<file path="config.mk">
export PLATFORM = sky130hd
export DESIGN_NAME = csrBlock
export DESIGN_NICKNAME = d
export VERILOG_FILES = /design/src/logic/csrPkg.sv /design/src/logic/csrIdent.sv /design/src/logic/csrCounters.sv /design/src/logic/csrLedPins.sv /design/src/logic/csrTimer.sv /design/src/logic/csrBlock.sv
export SDC_FILE = /design/constraint.sdc
export NUM_CORES = 1
export LEC_CHECK = 0
export BUFFER_PORTS_ARGS = -buffer_cell sky130_fd_sc_hd__buf_4
export CORE_UTILIZATION = 53
export CTS_CLUSTER_DIAMETER = 200
export DETAILED_ROUTE_END_ITERATION = 8
export PLACE_DENSITY = 0.72
export SLEW_MARGIN = 30
export SYNTH_ARGS = -nofsm -noshare
export SYNTH_HDL_FRONTEND = slang
export SYNTH_HIERARCHICAL = 1
export SYNTH_SLANG_ARGS = --single-unit
</file>
<file path="constraint.sdc">
create_clock -name clk -period 5.8 [get_ports clk]
set_clock_uncertainty 0.1 [all_clocks]
set_input_delay 1.16 -clock clk [delete_from_list [all_inputs] [get_ports clk]]
set_output_delay 1.16 -clock clk [all_outputs]
set_load 0.01 [all_outputs]
</file>
<file path="src/logic/csrPkg.sv">
// CSR block shared definitions
`default_nettype none

package csrPkg;

    localparam int LED_COUNT = 4;

    typedef logic [11:0]          csrAddrT;
    typedef logic [31:0]          csrDataT;
    typedef logic [LED_COUNT-1:0] ledT;
    typedef logic [31:0]          timerCountT;

    // Modify code from the E stage
    typedef enum logic [2:0] {
        OP_NONE  = 3'd0,
        OP_WRITE = 3'd1,
        OP_SET   = 3'd2,
        OP_CLEAR = 3'd3
    } csrOpT;

    localparam ledT LED_RESET = ledT'(1);  // LED 0 lit after reset

    // Identity values
    localparam csrDataT ID_ISA    = 32'h4000_0100;  // RV32I
    localparam csrDataT ID_VENDOR = 32'h0000_0011;
    localparam csrDataT ID_ARCH   = 32'h0000_0022;
    localparam csrDataT ID_IMP    = 32'h0001_0003;
    localparam csrDataT ID_HART   = 32'h0000_0005;
    localparam csrDataT CLOCK_KHZ = 32'd25_000;     // 40 ns clock

    localparam csrAddrT ADDR_MISA      = 12'h301;
    localparam csrAddrT ADDR_MVENDORID = 12'hF11;
    localparam csrAddrT ADDR_MARCHID   = 12'hF12;
    localparam csrAddrT ADDR_MIMPID    = 12'hF13;
    localparam csrAddrT ADDR_MHARTID   = 12'hF14;
    localparam csrAddrT ADDR_KHZ       = 12'hFC0;

    // Counter aliases
    localparam csrAddrT ADDR_MCYCLE     = 12'hB00;
    localparam csrAddrT ADDR_CYCLE      = 12'hC00;
    localparam csrAddrT ADDR_TIME       = 12'hC01;
    localparam csrAddrT ADDR_MCYCLEH    = 12'hB80;
    localparam csrAddrT ADDR_CYCLEH     = 12'hC80;
    localparam csrAddrT ADDR_TIMEH      = 12'hC81;
    localparam csrAddrT ADDR_MINSTRET   = 12'hB02;
    localparam csrAddrT ADDR_INSTRET    = 12'hC02;
    localparam csrAddrT ADDR_MINSTRETH  = 12'hB82;
    localparam csrAddrT ADDR_INSTRETH   = 12'hC82;

    localparam csrAddrT ADDR_LEDS  = 12'hBC1;
    localparam csrAddrT ADDR_TIMER = 12'hBC2;

endpackage

`default_nettype wire

</file>
<file path="src/logic/csrIdent.sv">
// Machine identity registers
`timescale 1ns/1ps
`default_nettype none

module csrIdent (
    input  wire            clk,
    input  csrPkg::csrAddrT addr,
    output logic           valid,
    output csrPkg::csrDataT rdata
);
    import csrPkg::*;

    logic hitIsa, hitVendor, hitArch, hitImp, hitHart, hitKhz;
    logic selIsa, selVendor, selArch, selImp, selHart, selKhz;
    csrDataT rdataQ;

    // D stage decode
    assign hitIsa    = (addr == ADDR_MISA);
    assign hitVendor = (addr == ADDR_MVENDORID);
    assign hitArch   = (addr == ADDR_MARCHID);
    assign hitImp    = (addr == ADDR_MIMPID);
    assign hitHart   = (addr == ADDR_MHARTID);
    assign hitKhz    = (addr == ADDR_KHZ);

    assign valid = hitIsa | hitVendor | hitArch | hitImp | hitHart | hitKhz;
    assign rdata = rdataQ;

    always_ff @(posedge clk) begin
        selIsa    <= hitIsa;
        selVendor <= hitVendor;
        selArch   <= hitArch;
        selImp    <= hitImp;
        selHart   <= hitHart;
        selKhz    <= hitKhz;

        // One-hot selects, so an OR picks the constant
        rdataQ <= (selIsa    ? ID_ISA    : '0)
                | (selVendor ? ID_VENDOR : '0)
                | (selArch   ? ID_ARCH   : '0)
                | (selImp    ? ID_IMP    : '0)
                | (selHart   ? ID_HART   : '0)
                | (selKhz    ? CLOCK_KHZ : '0);
    end

endmodule

`default_nettype wire

</file>
<file path="src/logic/csrCounters.sv">
// Cycle and instret counters
`timescale 1ns/1ps
`default_nettype none

module csrCounters (
    input  wire            clk,
    input  wire            rstn,
    input  csrPkg::csrAddrT addr,
    input  wire            retired,
    output logic           valid,
    output csrPkg::csrDataT rdata
);
    import csrPkg::*;

    logic hitCycleLo, hitCycleHi, hitInstretLo, hitInstretHi;
    logic selCycleLo, selCycleHi, selInstretLo, selInstretHi;

    // Low halves carry one extra bit for the delayed carry
    logic [32:0] cycleLo;
    csrDataT     cycleHi;
    logic [32:0] instretLo;
    csrDataT     instretHi;
    csrDataT     rdataQ;

    assign hitCycleLo = (addr == ADDR_MCYCLE)
                      | (addr == ADDR_CYCLE)
                      | (addr == ADDR_TIME);     // Time shares the cycle counter
    assign hitCycleHi = (addr == ADDR_MCYCLEH)
                      | (addr == ADDR_CYCLEH)
                      | (addr == ADDR_TIMEH);
    assign hitInstretLo = (addr == ADDR_MINSTRET)
                        | (addr == ADDR_INSTRET);
    assign hitInstretHi = (addr == ADDR_MINSTRETH)
                        | (addr == ADDR_INSTRETH);

    assign valid = hitCycleLo | hitCycleHi | hitInstretLo | hitInstretHi;
    assign rdata = rdataQ;

    // Carry out of the low half lands in the high half one clock later
    always_ff @(posedge clk) begin
        if (!rstn) begin
            cycleLo   <= '0;
            cycleHi   <= '0;
            instretLo <= '0;
            instretHi <= '0;
        end else begin
            cycleLo   <= {1'b0, cycleLo[31:0]} + 33'd1;
            cycleHi   <= cycleHi + csrDataT'(cycleLo[32]);
            instretLo <= {1'b0, instretLo[31:0]} + {32'd0, retired};
            instretHi <= instretHi + csrDataT'(instretLo[32]);
        end
    end

    always_ff @(posedge clk) begin
        selCycleLo   <= hitCycleLo;
        selCycleHi   <= hitCycleHi;
        selInstretLo <= hitInstretLo;
        selInstretHi <= hitInstretHi;

        // E stage read
        rdataQ <= (selCycleLo   ? cycleLo[31:0]   : '0)
                | (selCycleHi   ? cycleHi         : '0)
                | (selInstretLo ? instretLo[31:0] : '0)
                | (selInstretHi ? instretHi       : '0);
    end

endmodule

`default_nettype wire

</file>
<file path="src/logic/csrLedPins.sv">
// LED output register
`timescale 1ns/1ps
`default_nettype none

module csrLedPins (
    input  wire             clk,
    input  wire             rstn,
    input  csrPkg::csrAddrT addr,
    input  csrPkg::csrOpT   modify,
    input  csrPkg::csrDataT wdata,
    output logic            valid,
    output csrPkg::csrDataT rdata,
    output csrPkg::ledT     leds
);
    import csrPkg::*;

    logic    hitLeds;
    logic    selLeds;
    ledT     ledsQ;
    ledT     wLeds;
    csrDataT rdataQ;

    assign hitLeds = (addr == ADDR_LEDS);
    assign valid   = hitLeds;
    assign wLeds   = ledT'(wdata);  // Upper bits of wdata ignored
    assign leds    = ledsQ;
    assign rdata   = rdataQ;

    always_ff @(posedge clk) begin
        selLeds <= hitLeds;
        rdataQ  <= selLeds ? csrDataT'(ledsQ) : '0;  // Value before this write
    end

    always_ff @(posedge clk) begin
        if (!rstn) begin
            ledsQ <= LED_RESET;
        end else if (selLeds) begin
            case (modify)
                OP_WRITE: ledsQ <= wLeds;
                OP_SET:   ledsQ <= ledsQ | wLeds;
                OP_CLEAR: ledsQ <= ledsQ & ~wLeds;
                default:  ;                          // Plain read
            endcase
        end
    end

endmodule

`default_nettype wire

</file>
<file path="src/logic/csrTimer.sv">
// Relative timer with interrupt
`timescale 1ns/1ps
`default_nettype none

module csrTimer (
    input  wire             clk,
    input  wire             rstn,
    input  csrPkg::csrAddrT addr,
    input  csrPkg::csrOpT   modify,
    input  csrPkg::csrDataT wdata,
    output logic            valid,
    output logic            irq
);
    import csrPkg::*;

    logic       hitTimer;
    logic       selTimer;
    timerCountT count;
    logic       armed;
    logic       irqQ;

    assign hitTimer = (addr == ADDR_TIMER);
    assign valid    = hitTimer;
    assign irq      = irqQ;

    always_ff @(posedge clk) begin
        selTimer <= hitTimer;
    end

    // Count runs down to zero and parks there
    always_ff @(posedge clk) begin
        if (!rstn) begin
            count <= '0;
            armed <= 1'b0;
            irqQ  <= 1'b0;
        end else begin
            irqQ <= armed && (count == '0);

            if (count != '0) begin
                count <= count - timerCountT'(1);
            end

            // A write from the E stage overrides the decrement
            if (selTimer) begin
                case (modify)
                    OP_WRITE: begin
                        count <= timerCountT'(wdata);
                        armed <= 1'b1;
                    end
                    OP_CLEAR: armed <= 1'b0;   // Any clear value disarms
                    OP_NONE,
                    OP_SET:   ;
                    default:  ;
                endcase
            end
        end
    end

endmodule

`default_nettype wire

</file>
<file path="src/logic/csrBlock.sv">
// CSR unit top level
`timescale 1ns/1ps
`default_nettype none

module csrBlock (
    input  wire             clk,
    input  wire             rstn,
    input  csrPkg::csrAddrT addr,
    input  csrPkg::csrOpT   modify,
    input  csrPkg::csrDataT wdata,
    output csrPkg::csrDataT rdata,
    output logic            valid,
    input  wire             retired,
    output csrPkg::ledT     leds,
    output logic            irqTimer
);
    import csrPkg::*;

    logic    identValid;
    csrDataT identRdata;
    logic    countersValid;
    csrDataT countersRdata;
    logic    ledsValid;
    csrDataT ledsRdata;
    logic    timerValid;

    // Unselected groups return zero, so OR works as the read mux
    assign valid = identValid | countersValid | ledsValid | timerValid;
    assign rdata = identRdata | countersRdata | ledsRdata;

    csrIdent identInst (
        .clk   (clk),
        .addr  (addr),
        .valid (identValid),
        .rdata (identRdata)
    );

    csrCounters countersInst (
        .clk     (clk),
        .rstn    (rstn),
        .addr    (addr),
        .retired (retired),
        .valid   (countersValid),
        .rdata   (countersRdata)
    );

    csrLedPins ledsInst (
        .clk    (clk),
        .rstn   (rstn),
        .addr   (addr),
        .modify (modify),
        .wdata  (wdata),
        .valid  (ledsValid),
        .rdata  (ledsRdata),
        .leds   (leds)
    );

    // Timer reads back as zero, so no read data here
    csrTimer timerInst (
        .clk    (clk),
        .rstn   (rstn),
        .addr   (addr),
        .modify (modify),
        .wdata  (wdata),
        .valid  (timerValid),
        .irq    (irqTimer)
    );

endmodule

`default_nettype wire

</file>
; Yosys cells after proc, flatten, opt, wreduce, memory -nomap -nowiden
; Cells that the tools add are included.
[classes]
n_reduce_logical = 7
n_div = 0
bitwise_logic = 30
n_lt_le_gt_ge = 0
n_eq_ne = 21
n_addsub = 5
n_mul = 0
n_shift = 0
muxes = 15
[ops]
columns = operator, count
row1 = $or A32 B32 Y32, 10
row2 = $mux W32, 7
row3 = $eq A12 B12 Y1 const B, 17
row4 = $add A32 B1 Y32, 2
row5 = $add A32 B1 Y33, 1
row6 = $add A32 B1 Y33 const B, 1
row7 = $logic_not A32 Y1, 1
row8 = $reduce_bool A32 Y1, 1
row9 = $sub A32 B1 Y32 const B, 1
row10 = $mux W31, 1
row11 = $mux W17, 1
row12 = $or A1 B1 Y1, 17
row13 = $mux W15, 1
row14 = $eq A12 B10 Y1 const B, 1
row15 = $pmux W4 S3, 1
row16 = $eq A3 B2 Y1 const B, 2
row17 = $mux W6, 1
row18 = $mux W5, 1
row19 = $and A4 B4 Y4, 1
row20 = $not A4 Y4, 1
row21 = $or A4 B4 Y4, 1
row22 = $reduce_and A2 Y1, 2
row23 = $eq A3 B1 Y1 const B, 1
row24 = $mux W3, 1
row25 = other kinds (4), 4
[word_totals]
latch_bits = 0
mem_count = 0
mem_bits_ro = 0
mem_bits_rw = 0
elab_cells = 102
ff_bits = 276
out_inout_bits = 38
input_bits = 50

; Longest topological paths before layout
; Gate-level depths: netlist (run 1).
[depth]
word_depth = 9
mapped_depth = 8
mapped_depth_nobuf = 7

; Cells and area by module
; The synthesis (run 1) kept the hierarchy.
[modules_own_cells]
columns = module, area_per_inst_um2, n_inst, cells_per_inst, seq_area_each_um2
row1 = csrCounters, 7479.7, 1, 855, 3323.2
row2 = csrTimer, 1970.6, 1, 243, 700.7
row3 = csrIdent, 649.4, 1, 64, 300.3
row4 = csrLedPins, 586.8, 1, 69, 180.2
row5 = csrBlock, 207.7, 1, 33, 0.0

; Least setup slack after synthesis (run 1)
; OpenSTA, ideal clock, no wires.
[synth_timing]
path_type = input port to output port
from = input addr[8]
to = output valid
path_stages = 5
arrival_ns = 2.458
n_path_buf = 0
t_required_ns = 4.540
path_slack_ns = 2.082
cell_sequence = nand2b_1 -> or3b_2 -> a2111o_1 -> a21oi_1 -> or4_1
[synth_between]
elab_chain_len = 9
word_cells_on_any_way = 35
cone_classes = 18 x eq/ne / 17 x bitwise
[synth_rtl]
columns = item, line_no
row1 = from (decl), csrBlock.sv:8  ; input csrPkg::csrAddrT addr,
row2 = "$eq A12 B12 Y1, on equally long branches", --
row3 = "$or A1 B1 Y1, on equally long branches", "csrCounters.sv:26, csrCounters.sv:29"
row4 = "$or A1 B1 Y1, on equally long branches", "csrCounters.sv:27, csrCounters.sv:30"
row5 = $or A1 B1 Y1 (2 in a row), csrCounters.sv:36  ; assign valid = hitCycleLo | hitCycleHi | hitInstretLo | hitInstretHi;
row6 = $or A1 B1 Y1 *, csrCounters.sv:36
row7 = via countersValid, csrBlock.sv:21  ; logic countersValid;
row8 = $or A1 B1 Y1 * (3 in a row), csrBlock.sv:28  ; assign valid = identValid | countersValid | ledsValid | timerValid;
row9 = to (decl), csrBlock.sv:12  ; output logic valid,
; Mark *: on every way through the listed nets, which the timed path passes. The rest lies on a longest branch.

; Worst setup path in the final report (run 1)
; Same ends and word-level chain as after synthesis.

==> results of run 1 <==
==> layout make-up <==
cell class	instances	area, um2	area share
multi-input cells	942	5802	0.4701
flip-flops and latches	225	4507	0.3652
clock buffers	35	753.2	0.06104
repair buffers	92	690.7	0.05597
well taps	270	337.8	0.02738
clock inverters	10	160.2	0.01298
inverters	24	90.09	0.007300
==> per-layer routing <==
layer | track usage | up-vias | part of all wire
met5 | 0 | - | 0
li1 | - | 4744 | -
met3 | 0.03103 | 41 | 0.052
met4 | 0.06421 | 0 | 0.020
met2 | 0.3887 | 272 | 0.46
met1 | 0.3413 | 4543 | 0.47
==> state kept, by name, indices dropped and copies added (netlist names), 4 cells and up <==
register and count:
identInst/rdata 9, countersInst/instretHi 32, countersInst/cycleLo 33, countersInst/instretLo 33
countersInst/cycleHi 32, timerInst/count 32, ledsInst/leds 4, countersInst/rdata 32
ledsInst/rdata 4
==> critical path, delay by kind of cell <==
kind	cells	cell delay (ps)
buf+inv	2	240
simple gates	3	750
compound gates	2	600
==> layout by cell type, fill, tap and decap left out, types with 48 or more instances in the layout <==
master / instances
a21oi_1: 70
a22oi_1: 64
buf_4: 92
conb_1: 48
dfxtp_1: 223
nand2_1: 86
nand3_1: 51
nor2_1: 61
o21ai_0: 66
or3_1: 83
or4_1: 56
==> metrics by stage <==
stage               hold WS (ps)  instance area [um2]
finish                     247.3                12340
global route               256.3                12340
CTS                        251.5                12340
detailed placement         236.8                11420
global placement           236.3                11420
floorplan                  223.0                11070
==> worst paths after layout <==
check                                       startpoint  slack [ps]                               endpoint  depth (start not counted)
setup / recovery                               addr[8]        1780                                  valid                          7
hold / removal             identInst/selVendor$_DFF_P_         250             identInst/rdata[4]$_DFF_P_                          0
setup reg to reg  countersInst/instretLo[0]$_SDFF_PN0_        3130  countersInst/instretLo[26]$_SDFF_PN0_                          6
hold reg to reg            identInst/selVendor$_DFF_P_         250             identInst/rdata[4]$_DFF_P_                          0
==> cells by family (layout without fill, tap and decap cells) <==
kind of cell	Yosys count	after routing
other	2	48
buffers and inverters	143	161
adder cells (fa/ha/maj)	9	9
XOR/XNOR	56	56
multiplexers	3	3
AO/OA/AOI/OAI	311	311
flip-flops	225	225
AND/OR/NAND/NOR	515	515
==> power by group through the flow <==
stage	Combinational, W	Clock [W]	Sequential, W
global route	0.000936	0.00180	0.00175
finish	0.000833	0.00171	0.00173
global placement	0.000810	0	0.00176
detailed placement	0.000818	0	0.00176
floorplan	0.000681	0	0.00174
CTS	0.000825	0.00174	0.00173
==> metrics.csv, run 1 <==
metric,value,unit
cp.arrival,2760,ps
die-area,0.02113,mm2
cts_tree,done,
synth_edf_count,0,
cts_sinks,225,
synth_common_cells,"dfxtp_1 (225), nand2_1 (86), or3_1 (84), a21oi_1 (70), o21ai_0 (66)",
cpMaxStageDelayCell,or3b_2,
synth_top_cell_by_area,dfxtp_1,
die_x,145.4,um
ios,88,
yosysTopAreaCellShare,0.4135,
grt_max_degree,75,
finalWeightedCongestion,0.8565,
slew-limit-headroom,0.4480,
grt_use_total,0.2414,
place_inst,1553,
min_period,4017,ps
n_antenna_cell,0,
ctsHtreeMaxLevel,1,
synthFlopType,dfxtp_1,
rsz0062_at_grt,no,
end_kind,output pin,
layout_setup_ws,1783,ps
cts.clk_slew.worst_paths,60,ps
hold_violations,0,
start_util,0.5401,
synthXorXnorAreaFrac,0.04502,
setup_viol,0,
cts_resized,0,
yosys_warnings,6,
grt_overflow_total,0,
worstPathCellList,"buf_4, nand2b_1, or3b_2, a2111o_1, a21oi_1, or4_1, buf_4",
fp-row-count,52,
min_path_type,flop to flop,
async_flop_share,0,
critical_path_class,primary input to output pin,
synth_mux_area_frac,0.002871,
pwr_density_cell,346.4,mW/mm2
post_cts_buffers,0,
grt_pass1_vias,8468,
synth_most_common_cell,dfxtp_1,
nets,1369,
synthesis.area,0.01089,mm2
syn_area_per_cell,8.619,um2
synth-simple-area-share,0.2760,
place_hpwl,17660,um
fin_crit_sh,0.6925,
ctsLongestPathBuffers,3,
vdd_drop_max,0.0002811,V
synth_cells,1264,
port_buffers,87,
numCtsBuffers,25,
max_cap_violations,0,
routed_wl,25690,um
worst-path-max-fanout,6,
cpMostUsedCell,buf_4,
drc,0,
synth.distinct_cells,66,
synth-adder-area-share,0.01034,
vias_per_cell,6.008,
fp.dieH,145.4,um
grt_pass1_wl,42570,um
power,0.004275,W
layout-drive-gt1-share,0.1258,
yosys-top-cells-area,"dfxtp_1 (41%), or3_1 (4.8%), a22oi_1 (4.4%), or4_1 (3.9%), buf_4 (3.5%)",
leakagePower,4.402,nW
wire_per_inst,16.08,um
pre_cts_slack,1786,ps
synth_top_family_by_area,simple AND/OR/NAND/NOR gates,
nFillCells,1793,
dr.pass1.iters,5,
p_sw,0.001215,W
slew_viol_final,0,
final_util,0.6118,
worst_slew_pin_slew,827.9,ps
p_int,0.003061,W
crit_required,4540,ps
core_region_area,0.02017,mm2
layout-area-overhead-vs-synth,13.28,%
status,"finished, final reports clean",
root_buffer,clkbuf_16,
antenna_found_initial,0,
critPathMaxStageDelay,470,ps
first_iter_violations,780,
finalNonFillerCells,1598,
switching_share,0.2841,
p_clk_frac,0.400,
tns,0,ps
clk_latency,510,ps
vias,9600,
postCtsHoldBufs,0,
p_comb_frac,0.195,
synth-seq-area-share,0.4135,
ys_ff_latch,225,
synth-compound-area-share,0.1813,
start_kind,primary input,
pwr-share-seq,0.405,
max_freq,249.0,MHz
ant_nets,0,
No activity file was read; power rests on OpenSTA's default activity.
==> inputs of run 2 (changes only) <==
- PLACE_DENSITY: 0.72 -> 0.75
- clock period: 5.8 -> 3.6 ns (I/O delays scaled with it)
==> run 2 against run 1 <==
  * Global-route usage shrank 0.25 points
  * First-iteration DRC count down 9.7%
  * Clock-buffer cell count up 3
  * Hold slack better by 5.7 ps
  * Power increased by 57%
  * Flip-flop and latch count unchanged
  * Core utilization shrank 0.18 points
  * Via count about the same
  * Critical path depth stayed put
  * Non-clock buffer count grew 2
  * Combinational power rose by 63%
  * Wire length increased by 0.21%
  * Critical path type unchanged
==> metrics.csv, run 2 (synthesis gave the netlist of run 1 again) <==
metric,value,unit
seq_area,0.004507,mm2
grt_max_degree,65,
grt_use_total,0.2389,
ant_nets,0,
grt_pass1_vias,8641,
status,"finished, final reports clean",
rrSetupSlack,920,ps
min_period,3121,ps
grt_pass1_wl,42330,um
cts_sinks,225,
mostFrequentLayoutCell,dfxtp_1,
postCtsHoldBufs,0,
end_kind,output pin,
port_buffers,87,
drc,0,
vias,9592,
final_util,0.6101,
vdd_drop_max,0.0005142,V
worst_slew_pin_slew,704.7,ps
max_cap_violations,0,
leakagePower,4.387,nW
first_iter_violations,704,
nFillCells,1749,
clk_latency,530,ps
die_x,145.4,um
worstPathCellList,"buf_4, nand2b_1, or3b_2, a2111o_1, a21oi_1, or4_1, buf_4",
fp-row-count,52,
n_antenna_cell,0,
slew-limit-headroom,0.5295,
min_path_type,flop to flop,
critical_path_class,primary input to output pin,
wire_per_inst,16.09,um
cts_tree,done,
rsz0062_at_grt,no,
hold_violations,0,
tns,0,ps
critPathMaxStageDelay,460,ps
fin_crit_sh,0.8671,
max_freq,320.4,MHz
start_util,0.5401,
vias_per_cell,5.995,
cts_resized,0,
dr.pass1.iters,5,
crit_required,2780,ps
numCtsBuffers,25,
fin_area,0.01230,mm2
fp.dieH,145.4,um
multiInputGateArea,0.005802,mm2
die-area,0.02113,mm2
layout-area-overhead-vs-synth,12.94,%
ctsHtreeMaxLevel,1,
finalWeightedCongestion,0.8723,
ctsLongestPathBuffers,3,
ios,88,
largestRegisters,"countersInst/cycleLo x33, countersInst/instretLo x33",
nets,1371,
grt_overflow_total,0,
antenna_found_initial,0,
start_kind,primary input,
mostFrequentLayoutCells,"dfxtp_1 (223), buf_4 (93), nand2_1 (86)",
cp.arrival,2300,ps
slew_viol_final,0,
core_region_area,0.02017,mm2
place_hpwl,17630,um
routed_wl,25740,um
setup_viol,0,
post_cts_buffers,0,
cpMostUsedCell,buf_4,
cpMaxStageDelayCell,or3b_2,
root_buffer,clkbuf_16,
cts.clk_slew.worst_paths,60,ps
worst-path-max-fanout,6,
pwr_density_cell,545.9,mW/mm2
layout-drive-gt1-share,0.1256,
dpl_cell_area,0.01145,mm2
## run 2: changes by cell type in the layout (fill, tap and decap cells not counted)
cell,change
clkbuf_8,+1
inv_6,+1
clkinv_4,+1
clkinv_2,-1
buf_12,+1
clkinvlp_4,-1
bufinv_16,-3
clkbuf_1,+2
buf_4,+1
## run 2: path summary, 6_finish.rpt
kind / cells past startpoint / startpoint / end
max: 7 / addr[8] / valid
min: 0 / identInst/selIsa$_DFF_P_ / identInst/rdata[30]$_DFF_P_
max reg2reg: 6 / timerInst/count[20]$_SDFF_PN0_ / timerInst/count[21]$_SDFF_PN0_
min reg2reg: 0 / identInst/selIsa$_DFF_P_ / identInst/rdata[30]$_DFF_P_
## run 2: critical path, delay by kind of cell
kind	cells	cell delay, ps
AND/OR/NAND/NOR	3	740
AO/OA/AOI/OAI	2	600
buffers and inverters	2	240
## run 2: layout make-up
type / instances / share of cell area
Clock inverter: 7 / 0.006101
Tap cell: 270 / 0.02746
Multi-Input combinational cell: 942 / 0.4715
Clock buffer: 38 / 0.06294
Sequential cell: 225 / 0.3663
Inverter: 24 / 0.007322
Timing Repair Buffer: 94 / 0.05837
## run 2: power by group
part / internal, W / switching, W / total [W]
clock network: 0.00155 / 0.00102 / 0.00257
registers: 0.00264 / 0.000152 / 0.00279
logic: 0.000551 / 0.000805 / 0.00136
total: 0.00474 / 0.00197 / 0.00672
## run 2: metrics by stage
stage | power (W) | std cells | setup slack, ps | hold slack (ps)
floorplan | 0.003900 | 1310 | 761.7 | 223.0
global placement | 0.004133 | 1555 | 487.5 | 234.0
detailed placement | 0.004171 | 1555 | 485.9 | 241.0
CTS | 0.006751 | 1600 | 479.5 | 253.6
global route | 0.007049 | 1600 | 397.1 | 267.1
finish | 0.006717 | 1600 | 478.6 | 253.0
## run 2: per-layer routing
layer,global-route usage,wire length [um],vias up
li1,-,-,4766
met1,0.3273,11730,4488
met2,0.3837,11730,283
met3,0.03668,1564,55
met4,0.08263,719,0
met5,0,0,-
==> inputs of run 3 (changes only) <==
- CTS_BUF_LIST: default -> sky130_fd_sc_hd__clkbuf_4
==> run 3 against run 2 <==
  * First-iteration DRC count is 9.8% higher
  * Worst setup slack worse by 1.3 ps
  * Global-route usage grew 0.11 points
  * Final area is 0.69% lower
  * Fmax is essentially flat
  * Die area stayed put
  * Combinational power is essentially flat
  * Clock-buffer cell count increased by 47
  * Sequential power is essentially flat
  * Non-clock buffer count stayed put
  * Sequential share of layout area rose by 0.26 points
  * Clock power shrank 14%
  * Critical endpoint unchanged
  * Largest power group unchanged
  * Highest routed layer unchanged
==> metrics.csv, run 3 (synthesis gave the netlist of run 1 again) <==
metric,value,unit
cp.arrival,2300,ps
grt_overflow_total,0,
fin_crit_sh,0.8674,
fp-row-count,52,
wl_met1,11720,um
dr.pass1.iters,5,
wl_met2,12030,um
nets,1404,
hold_violations,0,
largestRegisters,"countersInst/cycleLo x33, countersInst/instretLo x33",
worst_slew_pin_slew,679.9,ps
cts_resized,0,
status,"finished, final reports clean",
layout-drive-gt1-share,0.1567,
switching_share,0.3129,
fp.dieH,145.4,um
ctsHtreeMaxLevel,2,
numCtsBuffers,58,
max_cap_violations,0,
leakagePower,4.426,nW
crit_required,2780,ps
ant_nets,0,
finalHoldWorstSlack,135.5,ps
power,0.006339,W
start_kind,primary input,
rrSetupSlack,910,ps
root_buffer,clkbuf_4,
start_util,0.5401,
worst-path-max-fanout,6,
p_clk_frac,0.347,
ctsLongestPathBuffers,3,
vias,9857,
p_sw,0.001984,W
cpMostUsedCell,buf_4,
p_comb_frac,0.213,
first_iter_violations,773,
clk_latency,700,ps
min_period,3123,ps
min_path_type,primary input to flop,
wl_met3,1580,um
cpMaxStageDelayCell,or3b_2,
cts.clk_slew.worst_paths,70,ps
grt_use_total,0.2400,
hp-start,addr[7],
routed_wl,25870,um
die_x,145.4,um
ios,88,
pwr_density_cell,518.8,mW/mm2
hold_end,countersInst/selInstretLo$_DFF_P_,
vias_per_cell,5.931,
hold_depth,2,
cts_sinks,225,
critPathMaxStageDelay,460,ps
core_region_area,0.02017,mm2
cp_top_family,simple AND/OR/NAND/NOR gates,
port_buffers,87,
tns,0,ps
slew-limit-headroom,0.5461,
layout-area-overhead-vs-synth,12.16,%
pwr-share-seq,0.440,
place_inst,1555,
max_freq,320.2,MHz
place_hpwl,17630,um
mostFrequentLayoutCell,dfxtp_1,
crit_buf_inv,2,
setup_viol,0,
die-area,0.02113,mm2
end_kind,output pin,
r2r_start,countersInst/cycleHi[0]$_SDFF_PN0_,
p_int,0.004356,W
finalNonFillerCells,1662,
critical_path_class,primary input to output pin,
r2r-end,countersInst/cycleHi[24]$_SDFF_PN0_,
finalWeightedCongestion,0.8723,
slew_viol_final,0,
post_cts_buffers,0,
routed.top_layer,met4,
grt_max_degree,65,
vdd_drop_max,0.0004936,V
rsz0062_at_grt,no,
r2r_cells,6,
final_util,0.6058,
mostFrequentLayoutCells,"dfxtp_1 (223), buf_4 (93), nand2_1 (86)",
wire_per_inst,15.57,um
grt_pass1_vias,8949,
antenna_found_initial,1,
worstPathCellList,"buf_4, nand2b_1, or3b_2, a2111o_1, a21oi_1, or4_1, buf_4",
cts_tree,done,
cp.depth,7,
grt_pass1_wl,42490,um
drc,0,
postCtsHoldBufs,0,
run 3: changes by cell type in the layout (fill, tap and decap cells not counted), sizes merged:
cell | before | now
clkbuf | 38 | 85
clkinv | 3 | 19
clkinvlp | 3 | 1
diode | 0 | 1
run 3: cell type report:
class,count,area [um2]
Fill cell,1797,7950
Clock buffer,85,638.1
Tap cell,270,337.8
Inverter,24,90.09
Clock inverter,21,123.9
Multi-Input combinational cell,942,5802
Sequential cell,225,4507
Timing Repair Buffer,94,718.2
Antenna cell,1,2.502
run 3: power by group through the flow:
stage          clock network (W)  logic, W  registers [W]
2_1_floorplan                  0   0.00110        0.00280
3_3_place_gp                   0   0.00130        0.00284
3_5_place_dp                   0   0.00133        0.00284
4_1_cts                  0.00226   0.00134        0.00279
5_1_grt                  0.00240   0.00151        0.00282
6_report                 0.00220   0.00135        0.00279
run 3: layer usage:
metal	GRT usage	vias up
li1	-	4862
met1	0.3239	4635
met2	0.3829	310
met3	0.04545	50
met4	0.08684	0
met5	0	-
run 3: worst max-delay path by stage:
stage	endpoint	startpoint	slack [ps]
after floorplan	valid	addr[8]	760
after CTS	valid	addr[8]	480
final	valid	addr[8]	480
after detailed placement	valid	addr[8]	490
after global routing	valid	addr[8]	400
after global placement	valid	addr[8]	490
run 3: through the flow:
step,instance area (um2),worst slack [ps]
finish,12220,477.3
global route,12220,397.1
CTS,12210,479.5
detailed placement,11450,485.9
global placement,11450,487.5
floorplan,11070,761.7
